<file path="src/hdl/exec_cluster_params.svh">
`ifndef EXEC_CLUSTER_PARAMS_SVH
`define EXEC_CLUSTER_PARAMS_SVH

// Datapath widths
`define EXC_DATA_WIDTH 32
`define EXC_REG_BITS 4
`define EXC_IMM_WIDTH 16

// Issue queue entries, also the sender's credits after reset
`define EXC_QUEUE_DEPTH 4

// Multiply latency from issue to writeback
`define EXC_MUL_STAGES 5

`endif

</file>
<file path="src/hdl/exec_cluster_pkg.sv">
`default_nettype none
`include "exec_cluster_params.svh"

package exec_cluster_pkg;

  typedef enum logic [1:0] {
    OP_LI  = 2'd0,  // rd = zero-extended imm
    OP_ADD = 2'd1,  // rd = rs1 + rs2
    OP_MUL = 2'd2   // rd = rs1 * rs2, low half
  } op_e;

  typedef struct packed {
    op_e                        op;
    logic [`EXC_REG_BITS-1:0]   rd;
    logic [`EXC_REG_BITS-1:0]   rs1;
    logic [`EXC_REG_BITS-1:0]   rs2;
    logic [`EXC_IMM_WIDTH-1:0]  imm;
  } issue_t;

  // One writeback per cycle at most
  typedef struct packed {
    logic                       valid;
    logic [`EXC_REG_BITS-1:0]   rd;
    logic [`EXC_DATA_WIDTH-1:0] data;
  } wb_t;

endpackage : exec_cluster_pkg

`default_nettype wire

</file>
<file path="src/hdl/issue_queue.sv">
`timescale 1ns/1ps
`default_nettype none
`include "exec_cluster_params.svh"

module issue_queue (
  input  logic                     clk_i,
  input  logic                     rst_i,
  input  logic                     push_i,
  input  var exec_cluster_pkg::issue_t entry_i,
  input  logic                     pop_i,
  output logic                     head_valid_o,
  output exec_cluster_pkg::issue_t head_o,
  output logic                     credit_o
);

  localparam int DEPTH    = `EXC_QUEUE_DEPTH;
  localparam int PTR_BITS = (DEPTH > 1) ? $clog2(DEPTH) : 1;
  localparam int CNT_BITS = $clog2(DEPTH + 1);

  exec_cluster_pkg::issue_t mem [DEPTH];
  logic [PTR_BITS-1:0] wr_ptr;
  logic [PTR_BITS-1:0] rd_ptr;
  logic [CNT_BITS-1:0] count;
  logic                full;

  // Wraps explicitly so any depth works
  function automatic logic [PTR_BITS-1:0] next_ptr(input logic [PTR_BITS-1:0] ptr);
    return (ptr == PTR_BITS'(DEPTH - 1)) ? '0 : ptr + 1'b1;
  endfunction

  assign full         = (count == CNT_BITS'(DEPTH));
  assign head_valid_o = (count != '0);
  assign head_o       = mem[rd_ptr];

  always_ff @(posedge clk_i) begin
    if (push_i) begin
      mem[wr_ptr] <= entry_i;
    end
  end

  always_ff @(posedge clk_i) begin
    if (!rst_i) begin
      wr_ptr   <= '0;
      rd_ptr   <= '0;
      count    <= '0;
      credit_o <= 1'b0;
    end else begin
      credit_o <= pop_i;  // One credit back per freed entry
      if (push_i) begin
        wr_ptr <= next_ptr(wr_ptr);
      end
      if (pop_i) begin
        rd_ptr <= next_ptr(rd_ptr);
      end
      case ({push_i, pop_i})
        2'b10:   count <= count + 1'b1;
        2'b01:   count <= count - 1'b1;
        default: count <= count;
      endcase
    end
  end

  // Sender must respect its credits
  a_no_overflow: assert property (@(posedge clk_i) disable iff (!rst_i)
    push_i |-> !full)
    else $error("issue_queue: push while full");

  a_no_underflow: assert property (@(posedge clk_i) disable iff (!rst_i)
    pop_i |-> head_valid_o)
    else $error("issue_queue: pop while empty");

endmodule : issue_queue

`default_nettype wire

</file>
<file path="src/hdl/issue_control.sv">
`timescale 1ns/1ps
`default_nettype none
`include "exec_cluster_params.svh"

module issue_control (
  input  logic                     clk_i,
  input  logic                     rst_i,
  input  logic                     head_valid_i,
  input  var exec_cluster_pkg::issue_t head_i,
  input  logic                     mul_wb_next_i,
  input  var exec_cluster_pkg::wb_t wb_i,
  output logic                     pop_o,
  output logic                     mul_valid_o,
  output logic                     alu_valid_o,
  output logic [`EXC_REG_BITS-1:0] rs1_o,
  output logic [`EXC_REG_BITS-1:0] rs2_o,
  output logic [`EXC_REG_BITS-1:0] rd_o
);

  localparam int NUM_REGS = 1 << `EXC_REG_BITS;

  logic [NUM_REGS-1:0] pending;  // Register has a result in flight
  logic                is_mul;
  logic                reg_busy;
  logic                slot_busy;
  logic                issue;

  assign rs1_o = head_i.rs1;
  assign rs2_o = head_i.rs2;
  assign rd_o  = head_i.rd;

  assign is_mul = (head_i.op == exec_cluster_pkg::OP_MUL);

  // RAW on sources and WAW on destination
  assign reg_busy = pending[head_i.rs1] | pending[head_i.rs2] | pending[head_i.rd];

  // ALU result would land on the multiply writeback
  assign slot_busy = !is_mul && mul_wb_next_i;

  assign issue       = head_valid_i && !reg_busy && !slot_busy;
  assign pop_o       = issue;
  assign mul_valid_o = issue && is_mul;
  assign alu_valid_o = issue && !is_mul;

  always_ff @(posedge clk_i) begin
    if (!rst_i) begin
      pending <= '0;
    end else begin
      if (wb_i.valid) begin
        pending[wb_i.rd] <= 1'b0;
      end
      if (issue) begin
        pending[head_i.rd] <= 1'b1;
      end
    end
  end

  // The cycle after an ALU issue belongs to the ALU result alone
  a_wb_slot_free: assert property (@(posedge clk_i) disable iff (!rst_i)
    $past(alu_valid_o) |-> (wb_i.valid && (wb_i.rd == $past(head_i.rd))))
    else $error("issue_control: ALU writeback slot taken by another result");

  // Every writeback retires a register this block marked busy
  a_wb_was_pending: assert property (@(posedge clk_i) disable iff (!rst_i)
    wb_i.valid |-> pending[wb_i.rd])
    else $error("issue_control: writeback to register with no result pending");

endmodule : issue_control

`default_nettype wire

</file>
<file path="src/hdl/register_file.sv">
`timescale 1ns/1ps
`default_nettype none
`include "exec_cluster_params.svh"

module register_file (
  input  logic                       clk_i,
  input  logic                       rst_i,
  input  logic [`EXC_REG_BITS-1:0]   rs1_i,
  input  logic [`EXC_REG_BITS-1:0]   rs2_i,
  output logic [`EXC_DATA_WIDTH-1:0] rd1_o,
  output logic [`EXC_DATA_WIDTH-1:0] rd2_o,
  input  var exec_cluster_pkg::wb_t  wb_i
);

  localparam int NUM_REGS = 1 << `EXC_REG_BITS;

  logic [`EXC_DATA_WIDTH-1:0] regs [NUM_REGS];

  always_ff @(posedge clk_i) begin
    if (!rst_i) begin
      for (int i = 0; i < NUM_REGS; i++) begin
        regs[i] <= '0;
      end
    end else if (wb_i.valid) begin
      regs[wb_i.rd] <= wb_i.data;
    end
  end

  // No bypass, dependents wait one cycle past writeback
  assign rd1_o = regs[rs1_i];
  assign rd2_o = regs[rs2_i];

endmodule : register_file

`default_nettype wire

</file>
<file path="src/hdl/mul_pipe.sv">
`timescale 1ns/1ps
`default_nettype none
`include "exec_cluster_params.svh"

module mul_pipe #(
  parameter int STAGES = `EXC_MUL_STAGES
)(
  input  logic                       clk_i,
  input  logic                       rst_i,
  input  logic                       valid_i,
  input  logic [`EXC_REG_BITS-1:0]   wr_reg_i,
  input  logic [`EXC_DATA_WIDTH-1:0] a_i,
  input  logic [`EXC_DATA_WIDTH-1:0] b_i,
  output logic                       wb_is_next_cycle_o,
  output logic                       result_ready_o,
  output logic [`EXC_REG_BITS-1:0]   wr_reg_o,
  output logic [`EXC_DATA_WIDTH-1:0] result_o
);

  // Internal stages, the output register is the last one
  localparam int INNER = STAGES - 1;

  logic [INNER-1:0]           valid_q;
  logic [`EXC_REG_BITS-1:0]   tag_q  [INNER];
  logic [`EXC_DATA_WIDTH-1:0] prod_q [INNER];

  always_ff @(posedge clk_i) begin
    if (!rst_i) begin
      valid_q        <= '0;
      result_ready_o <= 1'b0;
    end else begin
      valid_q[0] <= valid_i;
      for (int i = 1; i < INNER; i++) begin
        valid_q[i] <= valid_q[i-1];
      end
      result_ready_o <= valid_q[INNER-1];
    end
  end

  always_ff @(posedge clk_i) begin
    tag_q[0]  <= wr_reg_i;
    prod_q[0] <= a_i * b_i;  // Low half of the product
    for (int i = 1; i < INNER; i++) begin
      tag_q[i]  <= tag_q[i-1];
      prod_q[i] <= prod_q[i-1];
    end
    wr_reg_o <= tag_q[INNER-1];
    result_o <= prod_q[INNER-1];
  end

  // Lets issue control keep the ALU off this writeback slot
  assign wb_is_next_cycle_o = valid_q[INNER-1];

endmodule : mul_pipe

`default_nettype wire

</file>
<file path="src/hdl/exec_cluster.sv">
`timescale 1ns/1ps
`default_nettype none
`include "exec_cluster_params.svh"

module exec_cluster (
  input  logic                     clk_i,
  input  logic                     rst_i,
  input  logic                     issue_valid_i,
  input  var exec_cluster_pkg::issue_t issue_i,
  output logic                     credit_o,
  output exec_cluster_pkg::wb_t    wb_o
);

  localparam int DW = `EXC_DATA_WIDTH;
  localparam int RB = `EXC_REG_BITS;

  exec_cluster_pkg::issue_t head;
  exec_cluster_pkg::wb_t    alu_wb;
  exec_cluster_pkg::wb_t    wb;

  logic          head_valid;
  logic          pop;
  logic          mul_valid;
  logic          alu_valid;
  logic          mul_wb_next;
  logic          mul_ready;
  logic [RB-1:0] rs1;
  logic [RB-1:0] rs2;
  logic [RB-1:0] rd;
  logic [RB-1:0] mul_rd;
  logic [DW-1:0] rd1;
  logic [DW-1:0] rd2;
  logic [DW-1:0] mul_result;
  logic [DW-1:0] alu_result;

  issue_queue i_queue (
    .clk_i        (clk_i),
    .rst_i        (rst_i),
    .push_i       (issue_valid_i),
    .entry_i      (issue_i),
    .pop_i        (pop),
    .head_valid_o (head_valid),
    .head_o       (head),
    .credit_o     (credit_o)
  );

  issue_control i_control (
    .clk_i         (clk_i),
    .rst_i         (rst_i),
    .head_valid_i  (head_valid),
    .head_i        (head),
    .mul_wb_next_i (mul_wb_next),
    .wb_i          (wb),
    .pop_o         (pop),
    .mul_valid_o   (mul_valid),
    .alu_valid_o   (alu_valid),
    .rs1_o         (rs1),
    .rs2_o         (rs2),
    .rd_o          (rd)
  );

  register_file i_regs (
    .clk_i (clk_i),
    .rst_i (rst_i),
    .rs1_i (rs1),
    .rs2_i (rs2),
    .rd1_o (rd1),
    .rd2_o (rd2),
    .wb_i  (wb)
  );

  mul_pipe #(.STAGES(`EXC_MUL_STAGES)) i_mul (
    .clk_i              (clk_i),
    .rst_i              (rst_i),
    .valid_i            (mul_valid),
    .wr_reg_i           (rd),
    .a_i                (rd1),
    .b_i                (rd2),
    .wb_is_next_cycle_o (mul_wb_next),
    .result_ready_o     (mul_ready),
    .wr_reg_o           (mul_rd),
    .result_o           (mul_result)
  );

  assign alu_result = (head.op == exec_cluster_pkg::OP_LI) ? DW'(head.imm) : rd1 + rd2;

  // Single-cycle ALU stage
  always_ff @(posedge clk_i) begin
    if (!rst_i) begin
      alu_wb.valid <= 1'b0;
    end else begin
      alu_wb.valid <= alu_valid;
    end
    if (alu_valid) begin
      alu_wb.rd   <= rd;
      alu_wb.data <= alu_result;
    end
  end

  // Issue control keeps the two sources apart
  always_comb begin
    wb = alu_wb;
    if (mul_ready) begin
      wb.valid = 1'b1;
      wb.rd    = mul_rd;
      wb.data  = mul_result;
    end
  end

  assign wb_o = wb;

  a_single_writeback: assert property (@(posedge clk_i) disable iff (!rst_i)
    !(alu_wb.valid && mul_ready))
    else $error("exec_cluster: ALU and multiply writeback in the same cycle");

endmodule : exec_cluster

`default_nettype wire

</file>
<file path="config.mk">
export PLATFORM = sky130hd
export DESIGN_NAME = exec_cluster
export DESIGN_NICKNAME = d
export VERILOG_FILES = /design/src/hdl/exec_cluster_pkg.sv /design/src/hdl/issue_queue.sv /design/src/hdl/issue_control.sv /design/src/hdl/register_file.sv /design/src/hdl/mul_pipe.sv /design/src/hdl/exec_cluster.sv
export VERILOG_INCLUDE_DIRS = /design/src /design/src/hdl
export SDC_FILE = /design/constraint.sdc
export NUM_CORES = 2
export LEC_CHECK = 0
export BUFFER_PORTS_ARGS = -buffer_cell sky130_fd_sc_hd__buf_2
export CAP_MARGIN = 20
export CORE_MARGIN = 2
export CORE_UTILIZATION = 60
export CTS_CLUSTER_SIZE = 40
export DETAILED_ROUTE_END_ITERATION = 16
export PLACE_DENSITY = 0.76
export SYNTH_ARGS = -nofsm -noshare
export SYNTH_HDL_FRONTEND = slang
export SYNTH_SLANG_ARGS = --single-unit
</file>
<file path="constraint.sdc">
create_clock -name clk_i -period 28.2 [get_ports clk_i]
set_input_delay 5.64 -clock clk_i [delete_from_list [all_inputs] [get_ports clk_i]]
set_output_delay 5.64 -clock clk_i [all_outputs]
set_load 0.02 [all_outputs]
</file>
==> out/results.ini <==
[floorplanning]
start_util_pct = 60.26
io_pins = 71
die_h_um = 306.7
die_width_um = 306.7
rows = 111
die-area_mm2 = 0.09408
core_mm2 = 0.09125

[logic_synthesis]
syn_avg_cell_area_um2 = 11.68
synth_compound_gate_area_share_pct = 4.569
syn_inst = 4707
synth-async-reset-ratio_pct = 0
ys_ff_latch = 880
yosysSeqAreaShare_pct = 44.20
synthDistinctLibCells = 72
synthAdderAreaFrac_pct = 18.57
ys_warn_count = 0
synthSimpleGateAreaFrac_pct = 10.42
synth_nets = 5310
synth-xor-area-share_pct = 1.757
synth_mux_area_share_pct = 14.05
synth_edf_count = 668
synthFlopType = edfxtp_1
synth_top_family_by_area = adder cells
syn-cell-area_mm2 = 0.05498

[routing]
viasPerCell = 6.453
drt_pass1_iterations = 8
antenna_left = 0
route.detailed.drc = 0
routed_wl_mm = 168.2
vias = 38601
post_drt_wl_per_cell_um = 28.11
first_iter_violations = 5312

[clocking]
clk_latency_ns = 0.71
h-tree-depth = 3
cts_max_path_buffers = 3
cts_setup_buffers = 0
root_buffer = clkbuf_16
clkTransAtPathRegs_ns = 0.07
ctsHoldBuffers = 0
ctsResizeCount = 0
cts.sinks = 880
cts_inserted_buffers = 89
cts_tree = yes

[timing]
fin_tns_setup_ns = 0
setup_violations = 0
finalClockSkew_ns = 0.04929
rsz0062_at_grt = false
fin_crit_sh_pct = 39.97
maxSlewViolCount = 0
min_period_ns = 11.27
hold_violations = 0
worst_slew_pin_slew_ns = 1.227
fin_ws_ns = 16.93
max_freq_mhz = 88.72
slew_headroom_pct = 17.89

[global_route]
grt_max_degree = 137
grt_pass1_vias = 39928
grt_first_pass_wirelength_mm = 249.4
grt_overflow_total = 0
antenna_found_initial = 7
grt_use_total_pct = 36.23

[place]
io_buffers = 70
dp_hpwl_mm = 108.3
preCtsSetupSlack_ns = 17.02
place_congestion = 1.000

[finish]
syn_to_final_growth_pct = 8.859
nets = 5322
drive_above_1_share_pct = 12.76
diodes = 0

[critical_path]
critPathKind = reg2reg
cp_max_fo = 52
crit_top_cell = fa_1
setup.worst_path.end_class = register
start_kind = register
worst-path-buf-inv = 10
arrival_ns = 11.83
required_ns = 28.76
cpPeakStageDelay_ns = 0.88
crit_path_top_delay_cell = mux4_4
cp_top_family = adder cells

[status]
status = finished clean

[run]
max_cap_viol_count = 0

[min_path]
min_path_type = reg2reg

-- path summary, 6_finish.rpt --
path | from | cells after the start | slack (ns) | endpoint
max reg2reg | register | 34 | 16.93 | i_mul.prod_q[0][25]
max | register | 34 | 16.93 | i_mul.prod_q[0][25]
min reg2reg | i_mul.prod_q[2][6] | 0 | 0.32 | i_mul.prod_q[3][6]
min | i_mul.prod_q[2][6] | 0 | 0.32 | i_mul.prod_q[3][6]
-- Yosys cell counts (all sizes together) (86+ instances only) --
| cell type | instances | area share, % |
|---|---|---|
| nor2 | 827 | 5.7 |
| edfxtp | 668 | 36 |
| inv | 558 | 3.8 |
| fa | 410 | 15 |
| nand2 | 396 | 2.7 |
| mux2i | 327 | 6.0 |
| dfxtp | 212 | 7.7 |
| mux4 | 172 | 7.2 |
| clkbuf | 166 | 1.1 |
| ha | 160 | 3.6 |
| buf | 101 | 1.4 |
| xnor2 | 86 | 1.4 |
-- layout make-up --
cell class              instances  area, µm²
well taps                    1186       1484
fillers                      6491      31390
multi-input cells            2988      27460
flip-flops and latches        880      24310
repair buffers                188       1318
inverters                     572       2147
clock buffers                 128       2625
clock inverters                40      518.0
-- registers in the layout, indices dropped and copies added (netlist names), 3 cells and up, named ones only --
name / count
i_regs.regs: 512
i_mul.prod_q: 128
i_queue.mem: 120
alu_wb: 37
i_mul.result_o: 32
i_control.pending: 16
i_mul.tag_q: 16
i_mul.valid_q: 4
i_mul.wr_reg_o: 4
i_queue.count: 3
-- metrics by stage --
stage               hold WS [ns]  area (µm²)  utilization, %  instances
floorplan                 0.3096       54980               -       4707
global placement          0.3097       56630           62.06       5809
detailed placement        0.3121       56670           62.10       5811
CTS                       0.3206       59810           65.55       5979
global route              0.3208       59850           65.60       5982
finish                    0.3204       59850           65.60       5982
-- worst register-to-register path, delay by kind of cell, from the launching register on --
family | cells | cell delay (ns)
and+or+nand+nor | 1 | 0.16
adders and majority gates | 10 | 4.06
xor gates and xnor gates | 1 | 0.16
DFF | 1 | 0.31
buffers and inverters | 10 | 3.17
muxes | 1 | 0.88
AOI/OAI and AO/OA | 11 | 2.43
-- per-layer routing --
metal | wire length, µm | track usage [%] | vias to the layer above
met5 | 80 | 0 | -
met3 | 25420 | 11.62 | 795
met1 | 57240 | 46.51 | 18922
li1 | - | - | 15871
met4 | 12050 | 20.70 | 12
met2 | 73360 | 54.61 | 3001
-- layout by cell type, fill, tap and decap left out, types with 12 or more instances in the layout --
cell / instances
nor2_1: 820
edfxtp_1: 668
dfxtp_1: 210
clkbuf_1: 20
clkbuf_16: 95
mux2i_1: 307
buf_4: 111
clkinv_2: 15
o21bai_1: 12
o21ai_4: 16
clkinv_1: 17
mux4_1: 16
mux4_2: 152
mux2_2: 44
and2_1: 30
a211oi_1: 49
a21o_1: 25
mux2i_2: 20
nor2b_1: 81
a21oi_1: 65
xnor2_1: 84
a311oi_1: 18
ha_1: 160
o22ai_1: 12
a22o_1: 12
fa_1: 410
o211ai_1: 17
xor2_1: 20
a22oi_1: 23
o21ai_0: 36
inv_1: 558
a31oi_1: 32
nand3_1: 21
clkbuf_8: 12
nand2_1: 386
buf_2: 70
-- cell families (layout without fill, tap and decap cells) --
| family | Yosys count | after routing |
|---|---|---|
| AOI/OAI and AO/OA | 364 | 364 |
| xor gates and xnor gates | 107 | 107 |
| adders and majority gates | 570 | 570 |
| buffers and inverters | 839 | 928 |
| DFF | 880 | 880 |
| muxes | 544 | 544 |
| and+or+nand+nor | 1403 | 1403 |
Power is left out: the tool's default activity adds up to more than one toggle a clock period on the data nets, which glitch-free logic cannot reach.
